$ cat src/logic/dma_pkg.sv
`default_nettype none

package dma_pkg;

    // bus and word widths
    localparam int ADDR_W = 32;
    localparam int DATA_W = 32;
    localparam int LEN_W  = 8;
    localparam int ID_W   = 4;

    // burst sizing, stride is in bytes
    localparam int MAX_BEATS    = 256;
    localparam int BURST_STRIDE = 1024;

    // 4-byte beats
    localparam logic [2:0] AXI_SIZE_WORD = 3'b010;

    // only INCR is ever issued
    typedef enum logic [1:0] {
        FIXED = 2'b00,
        INCR  = 2'b01
    } axi_burst_e;

    // burst controller states
    typedef enum logic [2:0] {
        IDLE  = 3'd0,
        CHECK = 3'd1,
        AR_CH = 3'd2,
        AW_CH = 3'd3,
        BUSY  = 3'd4,
        B_CH  = 3'd5,
        FIN   = 3'd6
    } dma_state_e;

    // register word offsets
    typedef enum logic [2:0] {
        SRC    = 3'd0,
        DST    = 3'd1,
        QTY    = 3'd2,
        CTRL   = 3'd3,
        STATUS = 3'd4
    } reg_addr_e;

endpackage

`default_nettype wire

$ cat src/logic/dma_fifo.sv
`timescale 1ns/10ps
`default_nettype none

module dma_fifo import dma_pkg::*; #(
    parameter int FIFO_DEPTH = 4
) (
    input  wire logic              clk,
    input  wire logic              rst,
    input  wire logic              clr_i,
    input  wire logic              wen_i,
    input  wire logic              ren_i,
    input  wire logic [DATA_W-1:0] data_i,
    output logic      [DATA_W-1:0] data_o,
    output logic                   empty_o,
    output logic                   full_o
);

    localparam int PTR_W = (FIFO_DEPTH > 1) ? $clog2(FIFO_DEPTH) : 1;
    localparam int CNT_W = $clog2(FIFO_DEPTH + 1);

    logic [DATA_W-1:0] mem [FIFO_DEPTH];
    logic [PTR_W-1:0]  wr_ptr;
    logic [PTR_W-1:0]  rd_ptr;
    logic [CNT_W-1:0]  count;
    logic              do_wr;
    logic              do_rd;

    // guarded so a bad strobe never corrupts the pointers
    assign do_wr = wen_i && !full_o;
    assign do_rd = ren_i && !empty_o;

    assign empty_o = (count == '0);
    assign full_o  = (count == CNT_W'(FIFO_DEPTH));

    // head word straight from the array
    assign data_o = mem[rd_ptr];

    always_ff @(posedge clk) begin
        if (do_wr) begin
            mem[wr_ptr] <= data_i;
        end
    end

    always_ff @(posedge clk or posedge rst) begin
        if (rst) begin
            wr_ptr <= '0;
            rd_ptr <= '0;
            count  <= '0;
        end else if (clr_i) begin
            wr_ptr <= '0;
            rd_ptr <= '0;
            count  <= '0;
        end else begin
            if (do_wr) begin
                wr_ptr <= (wr_ptr == PTR_W'(FIFO_DEPTH - 1)) ? '0 : wr_ptr + 1'b1;
            end
            if (do_rd) begin
                rd_ptr <= (rd_ptr == PTR_W'(FIFO_DEPTH - 1)) ? '0 : rd_ptr + 1'b1;
            end
            // occupancy holds when both sides move
            if (do_wr && !do_rd) begin
                count <= count + 1'b1;
            end else if (do_rd && !do_wr) begin
                count <= count - 1'b1;
            end
        end
    end

endmodule

`default_nettype wire

$ cat src/logic/dma_master.sv
`timescale 1ns/10ps
`default_nettype none

module dma_master import dma_pkg::*; #(
    parameter int FIFO_DEPTH = 4,
    parameter int DMA_ID     = 0
) (
    input  wire logic              clk,
    input  wire logic              rst,
    input  wire logic              dma_start_i,
    input  wire logic [ADDR_W-1:0] src_addr_i,
    input  wire logic [ADDR_W-1:0] dst_addr_i,
    input  wire logic [DATA_W-1:0] word_qty_i,
    output logic                   dma_fin_o,
    // read address
    output logic      [ID_W-1:0]   arid_o,
    output logic      [ADDR_W-1:0] araddr_o,
    output logic      [LEN_W-1:0]  arlen_o,
    output logic      [2:0]        arsize_o,
    output logic      [1:0]        arburst_o,
    output logic                   arvalid_o,
    input  wire logic              arready_i,
    // read data
    input  wire logic [DATA_W-1:0] rdata_i,
    input  wire logic              rlast_i,
    input  wire logic              rvalid_i,
    output logic                   rready_o,
    // write address
    output logic      [ID_W-1:0]   awid_o,
    output logic      [ADDR_W-1:0] awaddr_o,
    output logic      [LEN_W-1:0]  awlen_o,
    output logic      [2:0]        awsize_o,
    output logic      [1:0]        awburst_o,
    output logic                   awvalid_o,
    input  wire logic              awready_i,
    // write data
    output logic      [DATA_W-1:0] wdata_o,
    output logic                   wlast_o,
    output logic                   wvalid_o,
    input  wire logic              wready_i,
    // write response
    input  wire logic              bvalid_i,
    output logic                   bready_o
);

    dma_state_e state, next;

    logic [DATA_W-1:0] rem_qty_r;
    logic [LEN_W:0]    beats_r;
    logic [ADDR_W-1:0] src_addr_r;
    logic [ADDR_W-1:0] dst_addr_r;
    logic [DATA_W-1:0] rem_left;
    logic [LEN_W:0]    len_full;
    logic [LEN_W-1:0]  axlen;

    // beat counters within the current burst
    logic [LEN_W-1:0]  rcnt;
    logic [LEN_W-1:0]  wcnt;
    logic              rd_open_r;

    logic arhns, awhns, rhns, whns, bhns;
    logic wrfin;

    logic [DATA_W-1:0] fifo_dout;
    logic              fifo_wen, fifo_ren;
    logic              fifo_empty, fifo_full;

    // smaller of MAX_BEATS and the words still to move
    function automatic logic [LEN_W:0] burst_beats(input logic [DATA_W-1:0] qty);
        if (qty >= DATA_W'(MAX_BEATS)) begin
            return MAX_BEATS[LEN_W:0];
        end
        return qty[LEN_W:0];
    endfunction

    assign arhns = arvalid_o && arready_i;
    assign awhns = awvalid_o && awready_i;
    assign rhns  = rvalid_i  && rready_o;
    assign whns  = wvalid_o  && wready_i;
    assign bhns  = bvalid_i  && bready_o;
    assign wrfin = whns && wlast_o;

    assign rem_left = rem_qty_r - DATA_W'(beats_r);
    assign len_full = beats_r - 1'b1;
    assign axlen    = len_full[LEN_W-1:0];

    always_ff @(posedge clk or posedge rst) begin
        if (rst) begin
            state <= IDLE;
        end else begin
            state <= next;
        end
    end

    always_comb begin
        next = state;
        case (state)
            IDLE:    next = dma_start_i ? CHECK : IDLE;
            CHECK:   next = (rem_qty_r != '0) ? AR_CH : FIN;
            AR_CH:   next = arhns ? AW_CH : AR_CH;
            AW_CH:   next = awhns ? BUSY : AW_CH;
            BUSY:    next = wrfin ? B_CH : BUSY;
            // last burst when nothing remains after this one
            B_CH:    next = !bhns ? B_CH : ((rem_left == '0) ? FIN : AR_CH);
            FIN:     next = IDLE;
            default: next = IDLE;
        endcase
    end

    assign dma_fin_o = (state == FIN);

    // transfer bookkeeping, updated once per burst after the response
    always_ff @(posedge clk or posedge rst) begin
        if (rst) begin
            rem_qty_r  <= '0;
            beats_r    <= '0;
            src_addr_r <= '0;
            dst_addr_r <= '0;
        end else if (state == IDLE && dma_start_i) begin
            rem_qty_r  <= word_qty_i;
            beats_r    <= burst_beats(word_qty_i);
            src_addr_r <= src_addr_i;
            dst_addr_r <= dst_addr_i;
        end else if (state == B_CH && bhns) begin
            rem_qty_r  <= rem_left;
            beats_r    <= burst_beats(rem_left);
            src_addr_r <= src_addr_r + ADDR_W'(BURST_STRIDE);
            dst_addr_r <= dst_addr_r + ADDR_W'(BURST_STRIDE);
        end
    end

    // read side stops at rlast or after axlen+1 beats, whichever first
    always_ff @(posedge clk or posedge rst) begin
        if (rst) begin
            rcnt      <= '0;
            rd_open_r <= 1'b0;
        end else if (awhns) begin
            rcnt      <= '0;
            rd_open_r <= 1'b1;
        end else if (rhns) begin
            rcnt <= rcnt + 1'b1;
            if (rlast_i || rcnt == axlen) begin
                rd_open_r <= 1'b0;
            end
        end
    end

    always_ff @(posedge clk or posedge rst) begin
        if (rst) begin
            wcnt <= '0;
        end else if (awhns) begin
            wcnt <= '0;
        end else if (whns) begin
            wcnt <= wcnt + 1'b1;
        end
    end

    assign arid_o    = ID_W'(DMA_ID);
    assign araddr_o  = src_addr_r;
    assign arlen_o   = axlen;
    assign arsize_o  = AXI_SIZE_WORD;
    assign arburst_o = INCR;
    assign arvalid_o = (state == AR_CH);

    assign awid_o    = ID_W'(DMA_ID);
    assign awaddr_o  = dst_addr_r;
    assign awlen_o   = axlen;
    assign awsize_o  = AXI_SIZE_WORD;
    assign awburst_o = INCR;
    assign awvalid_o = (state == AW_CH);

    // back-pressure through the FIFO flags
    assign rready_o = (state == BUSY) && rd_open_r && !fifo_full;
    assign wvalid_o = (state == BUSY) && !fifo_empty;
    assign wdata_o  = fifo_dout;
    assign wlast_o  = (wcnt == axlen);
    assign bready_o = (state == B_CH);

    assign fifo_wen = rhns;
    assign fifo_ren = whns;

    dma_fifo #(
        .FIFO_DEPTH (FIFO_DEPTH)
    ) u_fifo (
        .clk     (clk),
        .rst     (rst),
        .clr_i   (dma_fin_o),
        .wen_i   (fifo_wen),
        .ren_i   (fifo_ren),
        .data_i  (rdata_i),
        .data_o  (fifo_dout),
        .empty_o (fifo_empty),
        .full_o  (fifo_full)
    );

endmodule

`default_nettype wire

$ cat src/logic/dma_regs.sv
`timescale 1ns/10ps
`default_nettype none

module dma_regs import dma_pkg::*; (
    input  wire logic              clk,
    input  wire logic              rst,
    input  wire logic              reg_we_i,
    input  wire logic              reg_re_i,
    input  wire logic [2:0]        reg_addr_i,
    input  wire logic [DATA_W-1:0] reg_wdata_i,
    output logic      [DATA_W-1:0] reg_rdata_o,
    output logic      [ADDR_W-1:0] src_addr_o,
    output logic      [ADDR_W-1:0] dst_addr_o,
    output logic      [DATA_W-1:0] word_qty_o,
    output logic                   dma_start_o,
    input  wire logic              dma_fin_i,
    output logic                   irq_o
);

    logic [ADDR_W-1:0] src_r;
    logic [ADDR_W-1:0] dst_r;
    logic [DATA_W-1:0] qty_r;
    logic              busy_r;
    logic              done_r;
    logic              start_r;
    logic [DATA_W-1:0] rdata_r;
    logic              cfg_we;
    logic              ctrl_we;
    logic              start_req;

    // configuration is frozen while a transfer runs
    assign cfg_we    = reg_we_i && !busy_r;
    assign ctrl_we   = reg_we_i && (reg_addr_i == CTRL);
    assign start_req = ctrl_we && reg_wdata_i[0] && !busy_r;

    always_ff @(posedge clk or posedge rst) begin
        if (rst) begin
            src_r <= '0;
            dst_r <= '0;
            qty_r <= '0;
        end else if (cfg_we) begin
            case (reg_addr_i)
                SRC:     src_r <= reg_wdata_i;
                DST:     dst_r <= reg_wdata_i;
                QTY:     qty_r <= reg_wdata_i;
                default: ;
            endcase
        end
    end

    // start pulse and busy rise on the same edge
    always_ff @(posedge clk or posedge rst) begin
        if (rst) begin
            start_r <= 1'b0;
            busy_r  <= 1'b0;
        end else begin
            start_r <= start_req;
            if (start_req) begin
                busy_r <= 1'b1;
            end else if (dma_fin_i) begin
                busy_r <= 1'b0;
            end
        end
    end

    // finish wins over a clear in the same cycle
    always_ff @(posedge clk or posedge rst) begin
        if (rst) begin
            done_r <= 1'b0;
        end else if (dma_fin_i) begin
            done_r <= 1'b1;
        end else if (ctrl_we && reg_wdata_i[1]) begin
            done_r <= 1'b0;
        end
    end

    always_ff @(posedge clk or posedge rst) begin
        if (rst) begin
            rdata_r <= '0;
        end else if (reg_re_i) begin
            case (reg_addr_i)
                SRC:     rdata_r <= src_r;
                DST:     rdata_r <= dst_r;
                QTY:     rdata_r <= qty_r;
                STATUS:  rdata_r <= {{(DATA_W - 2){1'b0}}, done_r, busy_r};
                default: rdata_r <= '0;
            endcase
        end
    end

    assign reg_rdata_o = rdata_r;
    assign src_addr_o  = src_r;
    assign dst_addr_o  = dst_r;
    assign word_qty_o  = qty_r;
    assign dma_start_o = start_r;
    assign irq_o       = done_r;

endmodule

`default_nettype wire

$ cat src/logic/dma_top.sv
`timescale 1ns/10ps
`default_nettype none

module dma_top import dma_pkg::*; #(
    parameter int FIFO_DEPTH = 4,
    parameter int DMA_ID     = 0
) (
    input  wire logic              clk,
    input  wire logic              rst,
    // CPU register port
    input  wire logic              reg_we_i,
    input  wire logic              reg_re_i,
    input  wire logic [2:0]        reg_addr_i,
    input  wire logic [DATA_W-1:0] reg_wdata_i,
    output logic      [DATA_W-1:0] reg_rdata_o,
    output logic                   irq_o,
    // AXI4 master
    output logic      [ID_W-1:0]   arid_o,
    output logic      [ADDR_W-1:0] araddr_o,
    output logic      [LEN_W-1:0]  arlen_o,
    output logic      [2:0]        arsize_o,
    output logic      [1:0]        arburst_o,
    output logic                   arvalid_o,
    input  wire logic              arready_i,
    input  wire logic [DATA_W-1:0] rdata_i,
    input  wire logic              rlast_i,
    input  wire logic              rvalid_i,
    output logic                   rready_o,
    output logic      [ID_W-1:0]   awid_o,
    output logic      [ADDR_W-1:0] awaddr_o,
    output logic      [LEN_W-1:0]  awlen_o,
    output logic      [2:0]        awsize_o,
    output logic      [1:0]        awburst_o,
    output logic                   awvalid_o,
    input  wire logic              awready_i,
    output logic      [DATA_W-1:0] wdata_o,
    output logic                   wlast_o,
    output logic                   wvalid_o,
    input  wire logic              wready_i,
    input  wire logic              bvalid_i,
    output logic                   bready_o
);

    logic              dma_start;
    logic              dma_fin;
    logic [ADDR_W-1:0] src_addr;
    logic [ADDR_W-1:0] dst_addr;
    logic [DATA_W-1:0] word_qty;

    dma_regs u_regs (
        .clk         (clk),
        .rst         (rst),
        .reg_we_i    (reg_we_i),
        .reg_re_i    (reg_re_i),
        .reg_addr_i  (reg_addr_i),
        .reg_wdata_i (reg_wdata_i),
        .reg_rdata_o (reg_rdata_o),
        .src_addr_o  (src_addr),
        .dst_addr_o  (dst_addr),
        .word_qty_o  (word_qty),
        .dma_start_o (dma_start),
        .dma_fin_i   (dma_fin),
        .irq_o       (irq_o)
    );

    dma_master #(
        .FIFO_DEPTH (FIFO_DEPTH),
        .DMA_ID     (DMA_ID)
    ) u_master (
        .clk         (clk),
        .rst         (rst),
        .dma_start_i (dma_start),
        .src_addr_i  (src_addr),
        .dst_addr_i  (dst_addr),
        .word_qty_i  (word_qty),
        .dma_fin_o   (dma_fin),
        .arid_o      (arid_o),
        .araddr_o    (araddr_o),
        .arlen_o     (arlen_o),
        .arsize_o    (arsize_o),
        .arburst_o   (arburst_o),
        .arvalid_o   (arvalid_o),
        .arready_i   (arready_i),
        .rdata_i     (rdata_i),
        .rlast_i     (rlast_i),
        .rvalid_i    (rvalid_i),
        .rready_o    (rready_o),
        .awid_o      (awid_o),
        .awaddr_o    (awaddr_o),
        .awlen_o     (awlen_o),
        .awsize_o    (awsize_o),
        .awburst_o   (awburst_o),
        .awvalid_o   (awvalid_o),
        .awready_i   (awready_i),
        .wdata_o     (wdata_o),
        .wlast_o     (wlast_o),
        .wvalid_o    (wvalid_o),
        .wready_i    (wready_i),
        .bvalid_i    (bvalid_i),
        .bready_o    (bready_o)
    );

endmodule

`default_nettype wire

$ cat config.mk
export PLATFORM = sky130hd
export DESIGN_NAME = dma_top
export DESIGN_NICKNAME = d
export VERILOG_FILES = /design/src/logic/dma_pkg.sv /design/src/logic/dma_fifo.sv /design/src/logic/dma_master.sv /design/src/logic/dma_regs.sv /design/src/logic/dma_top.sv
export SDC_FILE = /design/constraint.sdc
export NUM_CORES = 1
export LEC_CHECK = 0
export BUFFER_PORTS_ARGS = -buffer_cell sky130_fd_sc_hd__buf_2
export CAP_MARGIN = 0
export CORE_ASPECT_RATIO = 1.2
export CORE_MARGIN = 5
export CORE_UTILIZATION = 30
export CTS_BUF_LIST = sky130_fd_sc_hd__clkbuf_8
export CTS_CLUSTER_DIAMETER = 80
export CTS_CLUSTER_SIZE = 25
export DETAILED_ROUTE_END_ITERATION = 7
export PLACE_DENSITY = 0.53
export SYNTH_ARGS = -nofsm -noshare
export SYNTH_HDL_FRONTEND = slang
export SYNTH_SLANG_ARGS = --single-unit
$ cat constraint.sdc
create_clock -name clk -period 22.2 [get_ports clk]
set_input_delay 1.11 -clock clk [delete_from_list [all_inputs] [get_ports clk]]
set_output_delay 1.11 -clock clk [all_outputs]
set_load 0.02 [all_outputs]
; Word-level counts from Yosys, hierarchy flattened
; Memories as Yosys holds them, arrays and structs flattened.
; Index checks and enable logic that the tools add are counted.
[op_classes]
reduce_logical = 44
muxes = 48
addsub = 10
magnitude_cmp = 2
n_eq_ne = 15
[op_table]
columns = cell, n
row1 = $mux 32, 6
row2 = $pmux 32 s4, 1
row3 = $add 32x11->32 const B, 2
row4 = $ge 32x9->1 const B, 2
row5 = $mux 9, 6
row6 = $logic_not 32->1, 1
row7 = $mux 8, 4
row8 = $reduce_bool 32->1, 1
row9 = $sub 32x9->32, 1
row10 = $mux 3, 7
row11 = $logic_and 1x1->1, 20
row12 = $pmux 3 s6, 1
row13 = $mux 1, 17
row14 = $add 8x1->8 const B, 2
row15 = $eq 8x8->1, 2
row16 = $reduce_bool 2->1, 8
row17 = $eq 3x3->1 const B, 5
row18 = $eq 3x2->1 const B, 4
row19 = $mux 2, 6
row20 = $logic_not 3->1, 3
row21 = $reduce_and 2->1, 4
row22 = $sub 8x1->8 const B, 1
row23 = $eq 3x1->1 const B, 2
row24 = $logic_not 1->1, 5
row25 = other kinds (6), 8
[word_totals]
out_inout_bits = 169
mem_bits_rw = 128
mem_count = 1
input_bits = 77
regBits = 263
[memory_table]
columns = name, depth, word_bits, read_ports, rd_ports_with_merged_regs, write_ports, line
row1 = u_master.u_fifo.mem, 4, 32, 1, 0, 1, dma_fifo.sv:21  ; logic [DATA_W-1:0] mem [FIFO_DEPTH];

; Logic depth before layout (Yosys ltp)
[depth]
depth_word = 10
ltp_mapped = 13

; Cells and area by module
; A second synthesis with hierarchy kept.
[unflattened]
cells_unflattened = 1565
hier_area_um2 = 18627.9
[by_module_without_submodules]
columns = module, seq_area_each_um2, cells_per_inst, area_per_inst_um2, n_inst
row1 = dma_master, 3128.0, 925, 7853.8, 1
row2 = dma_regs, 3278.1, 407, 5569.1, 1
row3 = dma_fifo, 4018.9, 233, 5205.0, 1

; Worst setup path before layout
; No wires, ideal clock.
[synth_timing]
path_type = reg-to-output
start = register u_master.beats_r[0]
end = output port wlast_o
slack_ps = 18988
t_required_ps = 21090
n_path_buf = 1
arrival_time_ps = 2102
path_stages_with_launch = 9
cell_sequence = dfrtp_1 > clkbuf_1 > inv_1 > ha_1 > xnor2_1 > xor2_1 > nand3_1 > nor4_1 > and3_1
[synth_between]
elab_chain_len = 2
[synth_lines]
columns = item, line
row1 = start: declaration, dma_master.sv:49  ; logic [LEN_W:0] beats_r;
row2 = start signal: assignment, dma_master.sv:121  ; beats_r <= burst_beats(word_qty_i);
row3 = start signal: assignment, dma_master.sv:126  ; beats_r <= burst_beats(rem_left);
row4 = $sub 8x1->8, dma_master.sv:84  ; assign len_full = beats_r - 1'b1;
row5 = net arlen_o[0], dma_top.sv:20  ; output logic [LEN_W-1:0] arlen_o,
row6 = $eq 8x8->1, dma_master.sv:176  ; assign wlast_o = (wcnt == axlen);
row7 = end: declaration, dma_top.sv:37  ; output logic wlast_o,
; The timed path passes the listed nets, and every way through them passes these cells.

; Worst setup path in the final report
[layout_timing]
start = register u_master.beats_r[0]
end = output port wlast_o
[layout_between]
elab_chain_len = 2
[layout_lines]
columns = item, line
row1 = $sub 8x1->8, dma_master.sv:84
row2 = $eq 8x8->1, dma_master.sv:176
; No other way between the ends.

==> impl_metrics.ini <==
[worst_setup_path]
crit_path_max_fanout = 8
slowest_stage = dfrtp_1
criticalPathCategory = reg -> out
endpoint_kind = output pin
path_depth = 8
critPathTopFamily = simple AND/OR/NAND/NOR gates
start_kind = flip-flop
reg2reg_to = u_master.beats_r[1]
worstReg2RegStart = u_master.beats_r[6]
reg2reg_depth = 10
worstPathRequired_ns = 21.09
crit_arrival_ns = 3.09
r2r_slack_ns = 18.42
max_stage_delay_ns = 0.57
crit_chain = inv_1, ha_1, xnor2_1, xor2_1, nand3_1, nor4_1, and3_1, buf_2
critPathBufInv = 2

[grt]
grt_usage = 0.1503
grt_pass1_wl_um = 80250
grt_max_degree = 138
grt_overflow = 0
antenna_found_initial = 1
grt_pass1_vias = 13454

[die]
initial_core_util = 0.3037
rows = 98
dieArea_um2 = 65610
dieWidth_um = 234.7
die_h_um = 279.6
core_area_um2 = 59840
pin_count = 246

[synthesis]
synth_top_area_share = 0.3622
syn_area_per_cell_um2 = 11.70
ys_warn_count = 0
synthSimpleGateAreaFrac = 0.1216
syn_area_um2 = 18170
synth_enable_flop_cells = 128
synth_adder_area_share = 0.01597
synth_top_family_by_area = simple AND/OR/NAND/NOR gates
synthFlopType = dfrtp_1
synth_async_sr_flop_share = 0.6726
seq_area_frac_synth = 0.5737
ys_ff_latch = 391
synthXorXnorAreaFrac = 0.03422
synthMuxAreaShare = 0.1168
yosys-top-cells-area = dfrtp_1 (36%), edfxtp_1 (21%), mux2_2 (5.9%), mux4_2 (4.0%), nand2_1 (3.7%)
synthDistinctLibCells = 62
synth_compound_area_frac = 0.09661
synthCells = 1553
synth_top_cell_by_area = dfrtp_1

[power]
pwr-share-clk = 0.177
peakVddDrop_v = 0.00006278
p_sw_frac = 0.4032
p_leak_nw = 8.465
combPwrFrac = 0.332
p_per_area_nw_per_um2 = 113.5
switchingPower_mw = 0.9451
finalPower_mw = 2.344
p_int_mw = 1.399
power_frac_seq = 0.491

[timing]
slew_headroom = 0.2027
period_share = 0.1891
slew_violations = 0
period_needed_ns = 4.198
finalSetupViolCount = 0
setup_tns_ns = 0
hold_viol = 0
fmax_mhz = 238.2
tightest_slew_ns = 1.186
rsz0062_at_grt = false
finalClockSkew_ns = 0.03850
final.setup.worst_slack_ns = 18.00

[clock_network]
ctsResizeCount = 0
h-tree-depth = 1
cts_buffer_depth = 3
post-cts-setup-buffers = 0
cts_sinks = 391
root_buffer = clkbuf_8
worstSkewPairLatency_ns = 0.66
clkTransAtPathRegs_ns = 0.14
cts-hold-fix-buffers = 0
numCtsBuffers = 25
cts_tree = built

[placement]
dp.final_hpwl_um = 35680
gp_congestion = 0.8881
placed_area_um2 = 20040
post-place-ws_ns = 18.36
io_buffers = 227

[outcome]
status = completed

[min_path]
min_path_type = reg -> reg
min_from = u_master.awaddr_o[2]
worstHoldPathCells = 2
min_to = u_master.awaddr_o[2]

[layout]
final_area_um2 = 20650
final_cell_mix = dfrtp_1 (262), buf_2 (227), nand2_1 (180)
layout_commonest_cell = dfrtp_1
syn2layout_area_growth_pct = 13.64
nNetsFinal = 1835
drive_gt1_frac = 0.2469
utilization = 0.3451

[drt]
detail_route.wl_per_cell_um = 20.23
vias_per_cell = 5.144
vias = 13143
ant_nets = 0
dr.pass1.iters = 5
drt_iter0_drc = 853
wl_um = 51680
drc_errors = 0

[job]
maxCapViolCount = 0
-- cells in the mapped netlist, types with 8 or more instances --
cell type,instances
xnor2_1,29
nand4_1,23
nand2b_1,8
and2_1,8
nand3_1,34
nor3b_1,12
dfrtp_1,263
xor2_1,42
o211ai_1,9
edfxtp_1,128
buf_4,26
o22ai_1,31
o21ai_0,72
buf_1,16
inv_1,62
ha_1,20
and4_1,9
mux2_2,96
nand2_1,181
a21oi_1,69
o311ai_0,11
a22oi_1,22
nor4_1,18
nor3_1,23
mux4_2,32
clkbuf_1,63
nor2_1,103
and3_1,19
a221o_1,20
mux2i_1,32
a31oi_1,9
-- worst max path at each step --
| stage | from | to | slack (ns) |
|---|---|---|---|
| 2_1_floorplan | rst | u_master.araddr_o[0] | 13.85 |
| 3_3_place_gp | rst | u_master.rem_qty_r[25] | 18.43 |
| 3_5_place_dp | u_master.state[2] | u_master.awaddr_o[13] | 18.36 |
| 4_1_cts | u_master.beats_r[0] | wlast_o | 17.90 |
| 5_1_grt | u_master.beats_r[0] | wlast_o | 17.72 |
| 6_report | u_master.beats_r[0] | wlast_o | 18.00 |
-- power groups by stage --
stage / sequential [mW] / clock (mW) / combinational, mW
global route: 1.17 / 0.459 / 0.855
floorplan: 1.15 / 0 / 0.500
CTS: 1.15 / 0.435 / 0.787
detailed placement: 1.16 / 0 / 0.784
global placement: 1.16 / 0 / 0.776
finish: 1.15 / 0.416 / 0.778
-- registers in the layout, summed over array words and instances, names as in the netlist, 32 cells and up --
name and flops:
u_master.rem_qty_r 32, u_regs.word_qty_o 32, u_regs.src_addr_o 32, u_master.awaddr_o 32, u_master.u_fifo.mem 128, u_master.araddr_o 32
u_regs.dst_addr_o 32, u_regs.reg_rdata_o 32
-- logic make-up (layout without fill, tap and decap cells) --
group	Yosys count	in the layout
compound gates	272	272
flops	391	391
mux	160	160
fa+ha+maj	22	22
other cells	2	19
xor+xnor	71	71
simple gates	466	466
buf+inv	169	354
-- per-layer routing --
metal	track usage	share of wire	routed length, µm	vias to the layer above
met5	0	0	0	-
met4	0.04748	0.032	1630	0
met3	0.02235	0.048	2463	84
li1	-	-	-	5936
met2	0.2657	0.50	25890	388
met1	0.1909	0.42	21690	6735
-- through the flow --
step	cells	hold slack, ns
final	2555	0.4887
after global routing	2555	0.5150
after CTS	2554	0.4904
after detailed placement	2509	0.4573
after global placement	2509	0.4602
after floorplan	1569	0.4506
-- worst min-delay path: cells and delay by family (launching register included) --
family	cells	cell delay, ns
DFF	1	0.36
and+or+nand+nor	2	0.11
-- cell type report --
type	instances	area, µm²
fillers	6098	39190
flip-flops and latches	391	10430
multi-input cells	1009	7091
repair buffers	246	1279
well taps	800	1001
clock buffers	25	344.1
clock inverters	20	262.8
inverters	63	244.0
diodes	1	2.502
Note: power is estimated with default switching activity, not from simulation.
